### config.mk
export PLATFORM = sky130hd
export DESIGN_NAME = nes_loader_top
export DESIGN_NICKNAME = d
export VERILOG_FILES = /design/src/hw/nes_loader_pkg.sv /design/src/hw/ines_header_capture.sv /design/src/hw/ines_header_decode.sv /design/src/hw/rom_address_gen.sv /design/src/hw/mem_write_pacer.sv /design/src/hw/nes_loader_top.sv
export VERILOG_INCLUDE_DIRS = /design/src /design/src/include
export SDC_FILE = /design/constraint.sdc
export NUM_CORES = 1
export LEC_CHECK = 0
export ABC_AREA = 0
export BUFFER_PORTS_ARGS = -buffer_cell sky130_fd_sc_hd__buf_2
export CAP_MARGIN = 30
export CELL_PAD_IN_SITES_DETAIL_PLACEMENT = 1
export CELL_PAD_IN_SITES_GLOBAL_PLACEMENT = 2
export CORE_MARGIN = 4
export CORE_UTILIZATION = 39
export DETAILED_ROUTE_END_ITERATION = 10
export GPL_TIMING_DRIVEN = 0
export HOLD_SLACK_MARGIN = 0.08
export PLACE_DENSITY = 0.71
export SLEW_MARGIN = 10
export SYNTH_ARGS = -nofsm -noshare
export SYNTH_HDL_FRONTEND = slang
export SYNTH_SLANG_ARGS = --single-unit
### constraint.sdc
create_clock -name clk -period 2.9 [get_ports clk]
set_input_delay 0.58 -clock clk [delete_from_list [all_inputs] [get_ports clk]]
set_output_delay 0.58 -clock clk [all_outputs]
set_load 0.01 [all_outputs]
### src/include/nes_loader_consts.svh
/*
 * Cartridge loader constants
 * Bus widths, header signatures, memory map and run-slot phase
 */
`ifndef NES_LOADER_CONSTS_SVH
`define NES_LOADER_CONSTS_SVH

`define NES_ADDR_W 22 // Byte address into cartridge memory
`define NES_BYTE_W 8
`define HDR_BYTES 16
`define FLAGS_W 32

// First file byte sits in the top byte
`define MAGIC_INES 32'h4E45_531A // "NES" 1A
`define MAGIC_FDS 32'h4644_531A // "FDS" 1A

// Memory map of the loaded image
`define PRG_BASE 22'h000000
`define CHR_BASE 22'h200000
`define FDS_BASE 22'h040010 // Disk data lands past the header slot

`define PRG_PAGE_SHIFT 14 // 16 KiB pages
`define CHR_PAGE_SHIFT 13 // 8 KiB pages

// Console runs on one cycle out of four
`define RUN_PHASE 2'd3

`endif

### src/hw/nes_loader_pkg.sv
/*
 * Shared types of the cartridge loader
 * Header word with raw and field views, loader kind and mapper-flag word
 */
`include "nes_loader_consts.svh"

package nes_loader_pkg;

	// Header fields in file order with byte 0 at the top
	typedef struct packed {
		logic [31:0] magic;
		logic [7:0] prg_pages; // 16 KiB units
		logic [7:0] chr_pages; // 8 KiB units, zero means CHR RAM
		logic [7:0] flags6;
		logic [7:0] flags7;
		logic [7:0] mapper_hi; // iNES 2.0 mapper extension
		logic [55:0] tail;
	} ines_fields_t;

	// Same 128 bits seen as bytes by capture and as fields by decode
	typedef union packed {
		logic [0:`HDR_BYTES-1][`NES_BYTE_W-1:0] raw;
		ines_fields_t fields;
	} ines_header_u;

	typedef enum logic [1:0] {
		KIND_INES,
		KIND_FDS,
		KIND_BAD
	} load_kind_e;

	// Word handed to the console core
	typedef struct packed {
		logic [`FLAGS_W-26:0] reserved; // Always zero
		logic [7:0] nes2_mapper;
		logic four_screen;
		logic chr_ram;
		logic mirroring;
		logic [2:0] chr_size;
		logic [2:0] prg_size;
		logic [7:0] mapper;
	} mapper_flags_t;

endpackage

### src/hw/ines_header_capture.sv
`timescale 1ns/1ps
/*
 * Header capture stage
 * Collects the first 16 bytes of a download and passes the rest on as payload
 */
`include "nes_loader_consts.svh"

module ines_header_capture (
	input logic clk,
	input logic reset,
	input logic downloading,
	input logic [`NES_BYTE_W-1:0] byte_in,
	input logic byte_strobe,
	output nes_loader_pkg::ines_header_u header,
	output logic header_valid,
	output logic [`NES_BYTE_W-1:0] payload_byte,
	output logic payload_strobe
);
	localparam int IDX_W = $clog2(`HDR_BYTES);

	logic downloading_q;
	logic download_start;
	logic [IDX_W-1:0] byte_idx;
	logic header_full; // All header bytes seen

	assign download_start = downloading & ~downloading_q;

	always_ff @(posedge clk) begin
		if (reset) begin
			downloading_q <= 1'b0;
			byte_idx <= '0;
			header_full <= 1'b0;
			header_valid <= 1'b0;
			payload_strobe <= 1'b0;
		end else begin
			downloading_q <= downloading;
			header_valid <= 1'b0;
			payload_strobe <= 1'b0;
			if (download_start) begin
				byte_idx <= '0; // New file
				header_full <= 1'b0;
			end else if (byte_strobe) begin
				if (header_full) begin
					payload_strobe <= 1'b1;
				end else begin
					byte_idx <= byte_idx + 1'b1;
					if (byte_idx == IDX_W'(`HDR_BYTES - 1)) begin
						header_full <= 1'b1;
						header_valid <= 1'b1;
					end
				end
			end
		end
	end

	always_ff @(posedge clk) begin
		if (byte_strobe && !header_full && !download_start) begin
			header.raw[byte_idx] <= byte_in;
		end
		if (byte_strobe) begin
			payload_byte <= byte_in; // Only qualified by payload_strobe
		end
	end

endmodule

### src/hw/ines_header_decode.sv
`timescale 1ns/1ps
/*
 * Header decode stage
 * Classifies the captured header and builds the mapper-flag word and region lengths
 */
`include "nes_loader_consts.svh"

module ines_header_decode (
	input logic clk,
	input logic reset,
	input logic invert_mirroring,
	input nes_loader_pkg::ines_header_u header,
	input logic header_valid,
	output nes_loader_pkg::load_kind_e kind,
	output nes_loader_pkg::mapper_flags_t flags,
	output logic [`NES_ADDR_W-1:0] prg_len,
	output logic [`NES_ADDR_W-1:0] chr_len,
	output logic decode_valid
);
	import nes_loader_pkg::*;

	localparam int ADDR_W = `NES_ADDR_W;

	ines_fields_t hdr; // Fields after FDS substitution
	logic is_ines;
	logic is_fds;
	logic is_nes20;
	logic is_dirty;
	load_kind_e kind_d;
	mapper_flags_t flags_d;

	// Ceiling log2 of the page count with saturation at 7
	// 0 and 1 pages both give 0
	function automatic logic [2:0] size_code(input logic [7:0] pages);
		logic [2:0] code;
		code = 3'd0;
		for (int i = 0; i < 7; i++) begin
			if (pages > (8'd1 << i))
				code = 3'(i + 1);
		end
		return code;
	endfunction

	// Trainers are not supported
	assign is_ines = (header.fields.magic == `MAGIC_INES) && !header.fields.flags6[2];
	assign is_fds = (header.fields.magic == `MAGIC_FDS);

	always_comb begin
		hdr = header.fields;
		if (is_fds) begin
			// Disk images run on a fixed profile as mapper 20 with CHR RAM
			hdr.prg_pages = 8'hFF;
			hdr.chr_pages = 8'h00;
			hdr.flags6 = 8'h40;
			hdr.flags7 = 8'h10;
			hdr.mapper_hi = 8'h00;
			hdr.tail = '0;
		end
	end

	assign is_nes20 = (hdr.flags7[3:2] == 2'b10);
	assign is_dirty = !is_nes20 && ((hdr.mapper_hi[7:1] != '0) || (hdr.tail != '0));

	assign kind_d = is_ines ? KIND_INES : (is_fds ? KIND_FDS : KIND_BAD);

	always_comb begin
		flags_d.reserved = '0;
		flags_d.nes2_mapper = is_nes20 ? hdr.mapper_hi : 8'h00;
		flags_d.four_screen = hdr.flags6[3];
		flags_d.chr_ram = (hdr.chr_pages == 8'h00);
		flags_d.mirroring = hdr.flags6[0] ^ invert_mirroring;
		flags_d.chr_size = size_code(hdr.chr_pages);
		flags_d.prg_size = size_code(hdr.prg_pages);
		// Junk in flags7 on dirty dumps
		flags_d.mapper = {is_dirty ? 4'h0 : hdr.flags7[7:4], hdr.flags6[7:4]};
	end

	always_ff @(posedge clk) begin
		if (reset)
			decode_valid <= 1'b0;
		else
			decode_valid <= header_valid;
	end

	always_ff @(posedge clk) begin
		if (header_valid) begin
			kind <= kind_d;
			flags <= flags_d;
			prg_len <= ADDR_W'(header.fields.prg_pages) << `PRG_PAGE_SHIFT;
			chr_len <= ADDR_W'(header.fields.chr_pages) << `CHR_PAGE_SHIFT;
		end
	end

endmodule

### src/hw/rom_address_gen.sv
`timescale 1ns/1ps
/*
 * Address generation stage
 * Steps through the PRG, CHR or FDS region and issues one write per payload byte
 */
`include "nes_loader_consts.svh"

module rom_address_gen (
	input logic clk,
	input logic reset,
	input logic downloading,
	input nes_loader_pkg::load_kind_e kind,
	input nes_loader_pkg::mapper_flags_t flags,
	input logic [`NES_ADDR_W-1:0] prg_len,
	input logic [`NES_ADDR_W-1:0] chr_len,
	input logic decode_valid,
	input logic [`NES_BYTE_W-1:0] payload_byte,
	input logic payload_strobe,
	output logic [`NES_ADDR_W-1:0] wr_addr,
	output logic [`NES_BYTE_W-1:0] wr_data,
	output logic wr_req,
	output nes_loader_pkg::mapper_flags_t mapper_flags,
	output logic done,
	output logic error
);
	import nes_loader_pkg::*;

	typedef enum logic [2:0] {
		ST_IDLE,
		ST_PRG,
		ST_CHR,
		ST_FDS,
		ST_DONE,
		ST_ERROR
	} state_e;

	state_e state;
	logic downloading_q;
	logic [`NES_ADDR_W-1:0] addr; // Next write address
	logic [`NES_ADDR_W-1:0] remaining; // Bytes left in the current region
	logic take_byte;

	// Bytes past the end of a PRG or CHR region are dropped
	always_comb begin
		case (state)
			ST_PRG, ST_CHR: take_byte = payload_strobe && (remaining != '0);
			ST_FDS: take_byte = payload_strobe;
			default: take_byte = 1'b0;
		endcase
	end

	always_ff @(posedge clk) begin
		if (reset) begin
			state <= ST_IDLE;
			downloading_q <= 1'b0;
			addr <= '0;
			remaining <= '0;
			wr_req <= 1'b0;
			done <= 1'b0;
			error <= 1'b0;
		end else begin
			downloading_q <= downloading;
			wr_req <= take_byte;
			if (downloading && !downloading_q) begin
				state <= ST_IDLE;
				done <= 1'b0;
				error <= 1'b0;
			end else if (decode_valid) begin
				case (kind)
					KIND_INES: begin
						state <= ST_PRG;
						addr <= `PRG_BASE;
						remaining <= prg_len;
					end
					KIND_FDS: begin
						state <= ST_FDS;
						addr <= `FDS_BASE;
					end
					default: begin
						state <= ST_ERROR;
						done <= 1'b1;
						error <= 1'b1;
					end
				endcase
			end else begin
				if (take_byte) begin
					addr <= addr + 1'b1;
					remaining <= remaining - 1'b1;
				end
				case (state)
					ST_PRG: begin
						if (remaining == '0) begin
							addr <= `CHR_BASE;
							remaining <= chr_len;
							if (chr_len == '0) begin
								state <= ST_DONE; // CHR RAM cart
								done <= 1'b1;
							end else begin
								state <= ST_CHR;
							end
						end
					end
					ST_CHR: begin
						if (remaining == '0) begin
							state <= ST_DONE;
							done <= 1'b1;
						end
					end
					ST_FDS: begin
						if (!downloading) begin
							state <= ST_DONE; // Disk size is only known from the transfer
							done <= 1'b1;
						end
					end
					default: ;
				endcase
			end
		end
	end

	always_ff @(posedge clk) begin
		if (take_byte) begin
			wr_addr <= addr;
			wr_data <= payload_byte;
		end
		if (decode_valid) begin
			mapper_flags <= flags;
		end
	end

endmodule

### src/hw/mem_write_pacer.sv
`timescale 1ns/1ps
/*
 * Write pacer
 * Holds one loader write and releases it in the console run slot
 */
`include "nes_loader_consts.svh"

module mem_write_pacer (
	input logic clk,
	input logic reset,
	input logic [`NES_ADDR_W-1:0] wr_addr,
	input logic [`NES_BYTE_W-1:0] wr_data,
	input logic wr_req,
	output logic [`NES_ADDR_W-1:0] mem_addr,
	output logic [`NES_BYTE_W-1:0] mem_data,
	output logic mem_write,
	output logic run_ce
);
	logic [1:0] phase; // Free-running slot counter
	logic pending; // A write waits for the slot

	assign run_ce = (phase == `RUN_PHASE);
	assign mem_write = pending & run_ce;

	always_ff @(posedge clk) begin
		if (reset) begin
			phase <= 2'd0;
			pending <= 1'b0;
		end else begin
			phase <= phase + 2'd1;
			if (wr_req)
				pending <= 1'b1;
			else if (mem_write)
				pending <= 1'b0;
		end
	end

	// Input spacing keeps at most one write in flight
	always_ff @(posedge clk) begin
		if (wr_req) begin
			mem_addr <= wr_addr;
			mem_data <= wr_data;
		end
	end

endmodule

### src/hw/nes_loader_top.sv
`timescale 1ns/1ps
/*
 * Cartridge loader top level
 * Capture, decode, address generation and write pacing in pipeline order
 */
`include "nes_loader_consts.svh"

module nes_loader_top (
	input logic clk,
	input logic reset,
	input logic downloading,
	input logic [`NES_BYTE_W-1:0] byte_in,
	input logic byte_strobe,
	input logic invert_mirroring,
	output logic [`NES_ADDR_W-1:0] mem_addr,
	output logic [`NES_BYTE_W-1:0] mem_data,
	output logic mem_write,
	output logic run_ce,
	output nes_loader_pkg::mapper_flags_t mapper_flags,
	output logic done,
	output logic error
);
	import nes_loader_pkg::*;

	ines_header_u header;
	logic header_valid;
	logic [`NES_BYTE_W-1:0] payload_byte;
	logic payload_strobe;
	load_kind_e kind;
	mapper_flags_t flags;
	logic [`NES_ADDR_W-1:0] prg_len;
	logic [`NES_ADDR_W-1:0] chr_len;
	logic decode_valid;
	logic [`NES_ADDR_W-1:0] wr_addr;
	logic [`NES_BYTE_W-1:0] wr_data;
	logic wr_req;

	ines_header_capture u_capture (
		.clk(clk),
		.reset(reset),
		.downloading(downloading),
		.byte_in(byte_in),
		.byte_strobe(byte_strobe),
		.header(header),
		.header_valid(header_valid),
		.payload_byte(payload_byte),
		.payload_strobe(payload_strobe)
	);

	ines_header_decode u_decode (
		.clk(clk),
		.reset(reset),
		.invert_mirroring(invert_mirroring),
		.header(header),
		.header_valid(header_valid),
		.kind(kind),
		.flags(flags),
		.prg_len(prg_len),
		.chr_len(chr_len),
		.decode_valid(decode_valid)
	);

	rom_address_gen u_addr_gen (
		.clk(clk),
		.reset(reset),
		.downloading(downloading),
		.kind(kind),
		.flags(flags),
		.prg_len(prg_len),
		.chr_len(chr_len),
		.decode_valid(decode_valid),
		.payload_byte(payload_byte),
		.payload_strobe(payload_strobe),
		.wr_addr(wr_addr),
		.wr_data(wr_data),
		.wr_req(wr_req),
		.mapper_flags(mapper_flags),
		.done(done),
		.error(error)
	);

	mem_write_pacer u_pacer (
		.clk(clk),
		.reset(reset),
		.wr_addr(wr_addr),
		.wr_data(wr_data),
		.wr_req(wr_req),
		.mem_addr(mem_addr),
		.mem_data(mem_data),
		.mem_write(mem_write),
		.run_ce(run_ce)
	);

endmodule

### Word-level counts from Yosys, hierarchy flattened

Cells that the tools add are included.

| word-level totals | value |
|---|---|
| flip-flop bits (word level) | 326 |
| bits in latches | 0 |
| bits in writable memories | 0 |
| bits in read-only memories | 0 |
| output and inout port bits | 66 |
| word-level logic and storage cells | 177 |
| memories | 0 |

| cells by class | value |
|---|---|
| add/subtract/negate cells | 4 |
| $mul | 0 |
| div/mod/pow operators | 0 |
| magnitude comparators | 16 |
| equal/unequal tests | 16 |
| shifts and indexed selects | 0 |
| multiplexer cells | 47 |
| bitwise gates (word level) | 10 |
| reduce and logical (&&, ||, !) cells | 40 |

Operators by type and width:

| kind | count |
|---|---|
| $mux 22 | 9 |
| $bwmux 128 | 1 |
| $mux 96 | 1 |
| $eq 32x31->1 const B | 2 |
| $reduce_bool 56->1 | 1 |
| $logic_not 22->1 | 2 |
| $pmux 22 s2 | 1 |
| $demux 8 s4 | 1 |
| $add 22x1->22 const B | 1 |
| $reduce_bool 22->1 | 1 |
| $sub 22x1->22 const B | 1 |
| $mux 3 | 7 |
| $gt 8x1->1 const B | 2 |
| $gt 8x2->1 const B | 2 |
| $gt 8x3->1 const B | 2 |
| $gt 8x4->1 const B | 2 |
| $gt 8x5->1 const B | 2 |
| $gt 8x6->1 const B | 2 |
| $gt 8x7->1 const B | 2 |
| $reduce_or 2->1 | 8 |
| $mux 1 | 15 |
| $mux 2 | 7 |
| $reduce_or 4->1 | 3 |
| $ne 3x2->1 const B | 3 |
| 34 further kinds | 55 |

### Depth between registers and ports, before layout

Gate-level depths: netlist (run 1).

| depth | value |
|---|---|
| depth in word-level cells | 9 |
| mapped depth | 11 |
| gate-level depth less buffers | 9 |

### Modules after synthesis

Synthesis (run 1) repeated with hierarchy kept, for this count alone.

| second synthesis, totals | value |
|---|---|
| cells, all modules | 949 |
| area total of the unflattened synthesis | 13444.1 um^2 |

By module, submodules not included:

| module | times used | cells each | area each (um^2) | seq. area each (um^2) |
|---|---|---|---|---|
| rom_address_gen | 1 | 523 | 5512.8 | 2882.8 |
| ines_header_capture | 1 | 201 | 4620.7 | 4244.1 |
| ines_header_decode | 1 | 185 | 2301.0 | 1311.3 |
| mem_write_pacer | 1 | 40 | 1009.7 | 960.9 |

### Least setup slack after synthesis (run 1)

OpenSTA, ideal clock, no wires.

| timing path | value |
|---|---|
| kind | flip-flop to flip-flop |
| start point | register u_addr_gen.remaining[0] |
| end point | register u_addr_gen.remaining[2] |
| setup time | 116 ps |
| data arrival time | 2763 ps |
| data required time | 2784 ps |
| path slack | 21 ps |
| cell stages (with the launch flop) | 11 |
| cell sequence | dfxtp_1 inv_1 ha_1 or4b_1 or4_4 buf_6 o32a_4 nand3_4 inv_1 buf_2 a31o_1 |

| between the ends | value |
|---|---|
| longest elaborated chain between the ends | 7 |
| elaborated cells on any way between the ends | 9 |
| classes of those cells | add/sub (1); mux (5); reduce/logical (3) |

Ends and longest elaborated chain:

| element | RTL line | text |
|---|---|---|
| from (decl) | rom_address_gen.sv:40 | `` logic [`NES_ADDR_W-1:0] remaining; `` |
| from (signal assigned) | rom_address_gen.sv:73 | `remaining <= prg_len;` |
| from (signal assigned) | rom_address_gen.sv:88 | `remaining <= remaining - 1'b1;` |
| from (signal assigned) | rom_address_gen.sv:94 | `remaining <= chr_len;` |
| $reduce_bool 22->1 * | rom_address_gen.sv:46 | `ST_PRG, ST_CHR: take_byte = payload_strobe && (remaining != '0);` |
| $logic_and 1x1->1 * | rom_address_gen.sv:46 |  |
| $pmux 1 s2 * | rom_address_gen.sv:45 | `case (state)` |
| via u_addr_gen.take_byte | rom_address_gen.sv:41 | `logic take_byte;` |
| $mux 22 * | rom_address_gen.sv:86 | `if (take_byte) begin` |
| $mux 22 | rom_address_gen.sv:92 | `if (remaining == '0) begin` |
| $mux 22 * | rom_address_gen.sv:90 | `case (state)` |
| $mux 22 * | rom_address_gen.sv:68 | `end else if (decode_valid) begin` |

The timed path passes the listed nets; every way through them passes the cells marked *.
A chain may end at the register's enable or synchronous reset.

### Worst setup path in the final report (run 1)

| timing path | value |
|---|---|
| start point | register u_addr_gen.remaining[0] |
| end point | register u_addr_gen.wr_addr[21], enable pin |

| between the ends | value |
|---|---|
| longest elaborated chain between the ends | 3 |

Ends and longest elaborated chain:

| element | RTL line | text |
|---|---|---|
| $reduce_bool 22->1 | rom_address_gen.sv:46 |  |
| $logic_and 1x1->1 | rom_address_gen.sv:46 |  |
| $pmux 1 s2 | rom_address_gen.sv:45 |  |
| to (signal assigned) | rom_address_gen.sv:123 | `wr_addr <= addr;` |
| to (decl) | rom_address_gen.sv:19 | `` output logic [`NES_ADDR_W-1:0] wr_addr, `` |

Every way passes these cells.

==> flow_metrics.tcl, run 1 <==
set metrics [dict create \
    ys_types 72 \
    syn_avg_cell_area_sq_um 14.3 \
    port-buffer-count 71 \
    fp.dieW_microns 186 \
    final_nets 1023 \
    worst_pin_slew_ns 0.961 \
    wirelength_mm 29.6 \
    yosys_warnings 0 \
    power_switching_w 0.00197 \
    setup-tns-final_ns -0.0687 \
    grt_pass1_wl_mm 46.1 \
    grt_pass1_vias 7833 \
    hp-class "primary input to flop" \
    rr_startpoint "u_addr_gen.remaining[0]$_SDFFE_PP0P_" \
    p_leak_nw 5.09 \
    layout-drive-gt1-share 0.205 \
    maxSlewViolCount 0 \
    antenna_found_initial 0 \
    drc 0 \
    drtIter0Drc 476 \
    timing.rr.end "u_addr_gen.wr_addr[21]$_DFFE_PN_" \
    holdPathStages 2 \
    cts.sinks 323 \
    die_h_microns 186 \
    post-dp-hpwl_mm 19.4 \
    gp_congestion 0.816 \
    power_per_cell_area_nw_per_um2 649 \
    io_pins 79 \
    rows 64 \
    setup.worst_path.class "flop to flop" \
    track_usage 0.171 \
    yosys_register_bits 323 \
    period_share 1.00 \
    clockPowerShare 0.455 \
    cts_max_level 2 \
    synth_edf_count 261 \
    routedWlPerCell_microns 20.8 \
    dr.pass1.iters 5 \
    rrSetupSlack_ns -0.01 \
    slew_headroom 0.360 \
    hp-start "invert_mirroring" \
    end_kind "flop" \
    drv_cap 0 \
    ys_async_sr_fraction 0 \
    clock_latency_ns 0.53 \
    setup-violations-final 9 \
    ir_worst_vdd_mv 0.538 \
    cts.path.max_buffers 3 \
    combPwrFrac 0.022 \
    status "finished, violations left" \
    dieArea_sq_um 34600 \
    grt_max_degree 36 \
    hold_viol 0 \
    synth_seq_area_share 0.735 \
    fmax_mhz 343 \
    critical_path.max_fanout 8 \
    synth_cells 862 \
    tritoncts "done" \
    p_sw_frac 0.206 \
    core_sq_um 30900 \
    routed_via_density 5.45 \
    setup_ws_ns -0.0131 \
    p_total_w 0.00959 \
    finClkSkew_ns 0.0270 \
    rsz0062_at_grt "yes" \
    required_ns 3.19 \
    synth_flop_cell "edfxtp_1" \
    violations "negative setup slack" \
    synth_area_sq_um 12400 \
    clk_pin_slew_ns 0.07 \
    initial_utilization 0.400 \
    arrival_ns 3.20 \
    cts_hold_buf 0 \
    seqPwrFrac 0.523 \
    reg2reg_depth 10 \
    drtAntennaViolNets 0 \
    diodes 0 \
    grt_overflow_total 0 \
    synthToLayoutAreaGrowth_pct 19.6 \
    vias 7771 \
    final.min_clock_period_ns 2.91 \
    intPower_w 0.00761 \
    hold_end "u_decode.flags[14]$_DFFE_PP_" \
    critPathLaunchType "flop" \
    numCtsBuffers 35 \
    cts_root_buf "clkbuf_16" \
]
==> sequential cells by signal, indices dropped and copies added, names as in the netlist, 22 cells and up <==
name,count
u_capture.header,125
u_addr_gen.mapper_flags,25
u_decode.flags,25
u_addr_gen.addr,22
u_addr_gen.remaining,22
u_addr_gen.wr_addr,22
u_pacer.mem_addr,22
==> worst max-delay path by stage <==
stage	from	endpoint	slack (ns)	cells after the start
floorplan	u_addr_gen.remaining[0]$_SDFFE_PP0P_	u_addr_gen.remaining[2]$_SDFFE_PP0P_	0.02	10
global placement	u_decode.decode_valid$_SDFF_PP0_	u_addr_gen.remaining[9]$_SDFFE_PP0P_	-0.80	7
detailed placement	u_addr_gen.remaining[0]$_SDFFE_PP0P_	u_addr_gen.remaining[0]$_SDFFE_PP0P_	-0.70	11
CTS	u_addr_gen.remaining[0]$_SDFFE_PP0P_	u_addr_gen.wr_addr[9]$_DFFE_PN_	-0.04	10
global route	u_addr_gen.remaining[0]$_SDFFE_PP0P_	u_addr_gen.wr_addr[9]$_DFFE_PN_	-0.09	10
finish	u_addr_gen.remaining[0]$_SDFFE_PP0P_	u_addr_gen.wr_addr[21]$_DFFE_PN_	-0.01	10
==> metal layers <==
layer	vias to the layer above	GRT usage	wire, microns
met2	132	0.284	14300
met1	3926	0.238	13600
met5	-	0	0
met4	0	0.0434	653
li1	3663	-	-
met3	50	0.0266	1010
==> cell type report <==
type / instances / area [sq um]
fillers: 3110 / 16100
flip-flops and latches: 323 / 9090
multi-input cells: 484 / 3080
clock buffers: 48 / 975
repair buffers: 98 / 648
well taps: 396 / 495
plain buffers: 37 / 226
clock inverters: 16 / 173
inverters: 24 / 93.8
==> kinds of logic (layout without fill, tap and decap cells) <==
kind of cell / Yosys count / in the layout / synth area share
DFF: 323 / 323 / 0.735
and+or+nand+nor: 302 / 302 / 0.136
AOI/OAI and AO/OA: 155 / 155 / 0.0883
buffers and inverters: 61 / 223 / 0.0230
muxes: 8 / 8 / 0.00679
adders and majority gates: 7 / 7 / 0.00709
xor gates and xnor gates: 5 / 5 / 0.00355
other: 1 / 7 / 0.000304
==> worst max-delay path: stages, from the launching register on <==
cell and delay (ns):
dfxtp_4 0.36, inv_2 0.07, ha_4 0.13, or4b_4 0.48
or4_4 0.44, buf_12 0.16, o32a_4 0.34, nand3_4 0.11
clkinvlp_4 0.20, buf_12 0.20, clkbuf_16 0.16
==> stage by stage <==
stage / utilization / cell area (sq um) / worst slack, ns / hold WS [ns] / cells
floorplan: - / 12400 / 0.0210 / 0.399 / 868
global placement: 0.428 / 13200 / -0.797 / 0.401 / 1335
detailed placement: 0.430 / 13300 / -0.704 / 0.405 / 1342
CTS: 0.471 / 14600 / -0.0410 / 0.345 / 1413
global route: 0.478 / 14800 / -0.0931 / 0.356 / 1426
finish: 0.478 / 14800 / -0.0131 / 0.362 / 1426
==> repair_timing <==
item,4_1_cts,5_1_grt
pin swaps,4,2
buffers inserted,6,8
gates cloned,1,4
resized for setup,18,22
setup endpoints to repair,69,68
endpoints found under the hold margin,0,0
==> Yosys cell counts (5+ instances only) <==
master	instances	area, sq um
a21o_1	6	45.0
a21oi_1	36	180
a221oi_1	7	61.3
a31oi_1	9	56.3
and2_1	12	75.1
and3_1	10	62.6
buf_4	7	52.6
clkbuf_1	21	78.8
dfxtp_1	62	1240
edfxtp_1	261	7840
ha_1	7	87.6
inv_1	24	90.1
mux2i_1	5	50.1
nand2_1	45	169
nand2b_1	8	50.1
nand3_1	22	110
nand4_1	22	138
nor2_1	59	221
nor2b_1	15	93.8
nor3_1	24	120
nor4_1	31	194
nor4b_1	5	43.8
o211ai_1	12	90.1
o21ai_0	26	130
o22ai_1	6	37.5
o311ai_0	7	61.3
or2_2	9	56.3
or3_1	11	68.8
or4_1	9	67.6
==> cell usage in the layout (no fill, tap or decap), types with 5 or more instances in the layout <==
cell         n
a21o_1       6
a21oi_1     35
a221oi_1     6
a31oi_1      9
and2_1      12
and3_1      10
buf_2       78
buf_4       20
clkbuf_1    25
clkbuf_16   38
clkbuf_8     5
conb_1       7
dfxtp_1     58
edfxtp_1   261
ha_1         6
inv_1       21
mux2i_1      5
nand2_1     44
nand2b_1     8
nand3_1     21
nand4_1     22
nor2_1      56
nor2b_1     15
nor3_1      23
nor4_1      29
nor4b_1      5
o211ai_1    12
o21ai_0     23
o22ai_1      5
o311ai_0     7
or2_2        9
or3_1       11
or4_1        9
==> power groups by stage <==
| stage | clock (W) | sequential [W] | combinational [W] |
|---|---|---|---|
| 2_1_floorplan | 0 | 0.00511 | 0.000100 |
| 3_3_place_gp | 0 | 0.00511 | 0.000203 |
| 3_5_place_dp | 0 | 0.00511 | 0.000207 |
| 4_1_cts | 0.00450 | 0.00501 | 0.000209 |
| 5_1_grt | 0.00472 | 0.00501 | 0.000231 |
| 6_report | 0.00437 | 0.00501 | 0.000210 |
(Power assumes the default switching activity.)
==> run 2, diff against run 1 <==
--- a/config.mk
+++ b/config.mk
@@ -12,11 +12,11 @@
 export CELL_PAD_IN_SITES_DETAIL_PLACEMENT = 1
 export CELL_PAD_IN_SITES_GLOBAL_PLACEMENT = 2
 export CORE_MARGIN = 4
-export CORE_UTILIZATION = 39
+export CORE_UTILIZATION = 43
 export DETAILED_ROUTE_END_ITERATION = 10
 export GPL_TIMING_DRIVEN = 0
 export HOLD_SLACK_MARGIN = 0.08
-export PLACE_DENSITY = 0.71
+export PLACE_DENSITY = 0.74
 export SLEW_MARGIN = 10
 export SYNTH_ARGS = -nofsm -noshare
 export SYNTH_HDL_FRONTEND = slang
==> constraint.sdc (replaced) <==
create_clock -name clk -period 2.8 [get_ports clk]
set_input_delay 0.56 -clock clk [delete_from_list [all_inputs] [get_ports clk]]
set_output_delay 0.56 -clock clk [all_outputs]
set_load 0.01 [all_outputs]
==> run 2 against run 1 <==
Compared with the run above:
- the run still ends with negative setup slack left
- non-clock buffer count increased by 16
- combinational power is 12% higher
- clock skew fell by 0.014 ns
- first-iteration DRC count is 2.9% higher
- clock power rose by 2%
- total power increased by 3.2%
- critical path type unchanged
==> flow_metrics.tcl, run 2 (synthesis gave the netlist of run 1 again) <==
set metrics [dict create \
    gp_congestion 0.787 \
    clk_pin_slew_ns 0.06 \
    wirelength_mm 30.3 \
    vias 7872 \
    dr.pass1.iters 5 \
    tritoncts "done" \
    grt_overflow_total 0 \
    drtIter0Drc 490 \
    numCtsBuffers 35 \
    cts_hold_buf 0 \
    critical_path.max_fanout 9 \
    cts_root_buf "clkbuf_16" \
    setup.worst_path.class "flop to flop" \
    holdWs_ns 0.343 \
    final_common_cell "edfxtp_1" \
    io_pins 79 \
    met1_usage 0.232 \
    ir_worst_vdd_mv 0.545 \
    end_kind "flop" \
    status "finished, violations left" \
    drtAntennaViolNets 0 \
    core_sq_um 28100 \
    drv_cap 0 \
    grtUsageMet2 0.347 \
    maxSlewViolCount 0 \
    fp.dieW_microns 177 \
    cts.sinks 323 \
    cts.path.max_buffers 3 \
    power_per_cell_area_nw_per_um2 656 \
    setup-tns-final_ns -1.81 \
    rsz0062_at_grt "yes" \
    cts_max_level 2 \
    rows 61 \
    die_h_microns 177 \
    grt_pass1_wl_mm 46.2 \
    hp-class "primary input to flop" \
    required_ns 3.15 \
    critPathLaunchType "flop" \
    hold_viol 0 \
    drc 0 \
    antenna_found_initial 0 \
    dieArea_sq_um 31500 \
    grt_max_degree 32 \
    layout_common_cells "261 x edfxtp_1, 77 x buf_2, 57 x nor2_1, 57 x dfxtp_1, 43 x nand2_1" \
    period_share 1.04 \
    p_total_w 0.00989 \
    p_leak_nw 5.25 \
    routedWlPerCell_microns 21.3 \
    track_usage 0.189 \
    grt_pass1_vias 8165 \
    finClkSkew_ns 0.0133 \
    diodes 0 \
    dp_slack_ns -0.532 \
    violations "negative setup slack" \
    routed_via_density 5.54 \
    setup-violations-final 45 \
    layout-drive-gt1-share 0.231 \
    setup_ws_ns -0.108 \
    grt-busiest-layer "met2" \
    port-buffer-count 71 \
    met3_usage 0.0330 \
    synthToLayoutAreaGrowth_pct 22.0 \
    initial_utilization 0.440 \
    instances_no_fill 1421 \
    arrival_ns 3.26 \
    slew_headroom 0.282 \
    clock_latency_ns 0.52 \
    largest_register_ffs 125 \
    place_inst 1325 \
    final_nets 1039 \
    post-dp-hpwl_mm 19.1 \
    worst_pin_slew_ns 1.08 \
    final.min_clock_period_ns 2.91 \
    fmax_mhz 344 \
]
[run 2: cell count changes in the layout (fill, tap and decap cells not counted), moves of 3 or more]
| cell | delta |
|---|---|
| clkbuf_8 | -5 |
| o21ai_0 | -3 |
| buf_6 | +8 |
| o311ai_1 | +3 |
| buf_16 | +4 |
| nor2_2 | -3 |
| o311ai_0 | -4 |
| buf_4 | +8 |
[run 2: where the power goes]
part           switching [W]  internal (W)
logic               0.000180     0.0000553
clock network        0.00182       0.00264
registers          0.0000100       0.00518
[run 2: repair_timing]
item	4_1_cts	5_1_grt
gates cloned	4	1
buffers inserted	15	16
resized for setup	35	56
setup endpoints to repair	81	67
pin swaps	5	22
[run 2: per-stage QoR]
step	instance area [sq um]	util
2_1_floorplan	12400	-
3_3_place_gp	13200	0.470
3_5_place_dp	13300	0.473
4_1_cts	14700	0.524
5_1_grt	15100	0.537
6_report	15100	0.537
[run 2: layer usage]
| metal | wire length [microns] | up-vias |
|---|---|---|
| li1 | - | 3688 |
| met3 | 1220 | 50 |
| met4 | 639 | 0 |
| met5 | 0 | - |
| met2 | 15800 | 154 |
| met1 | 12600 | 3980 |
[run 2: area by class of cell]
type	instances	area (sq um)
plain buffers	36	218
clock buffers	44	931
clock inverters	17	174
fillers	2795	13000
inverters	24	96.3
multi-input cells	484	3220
flip-flops and latches	323	9090
well taps	378	473
repair buffers	115	870
[run 2: path summary, 6_finish.rpt]
check                                       startpoint                                    to  slack, ns  depth (start not counted)
setup reg to reg  u_addr_gen.remaining[0]$_SDFFE_PP0P_  u_addr_gen.remaining[0]$_SDFFE_PP0P_      -0.11                         11
hold / removal                        invert_mirroring          u_decode.flags[14]$_DFFE_PP_       0.34                          2
setup / recovery  u_addr_gen.remaining[0]$_SDFFE_PP0P_  u_addr_gen.remaining[0]$_SDFFE_PP0P_      -0.11                         11
hold reg to reg        u_addr_gen.wr_addr[1]$_DFFE_PN_         u_pacer.mem_addr[1]$_DFFE_PP_       0.41                          0
[run 2: critical path, cell delays in order, from the launching register on]
cell	delay (ns)
dfxtp_4	0.37
inv_4	0.06
ha_4	0.13
or4b_4	0.48
or4_4	0.60
o32a_4	0.36
nand3_4	0.12
clkinvlp_4	0.11
buf_12	0.16
buf_12	0.14
a21oi_2	0.13
a311oi_2	0.07
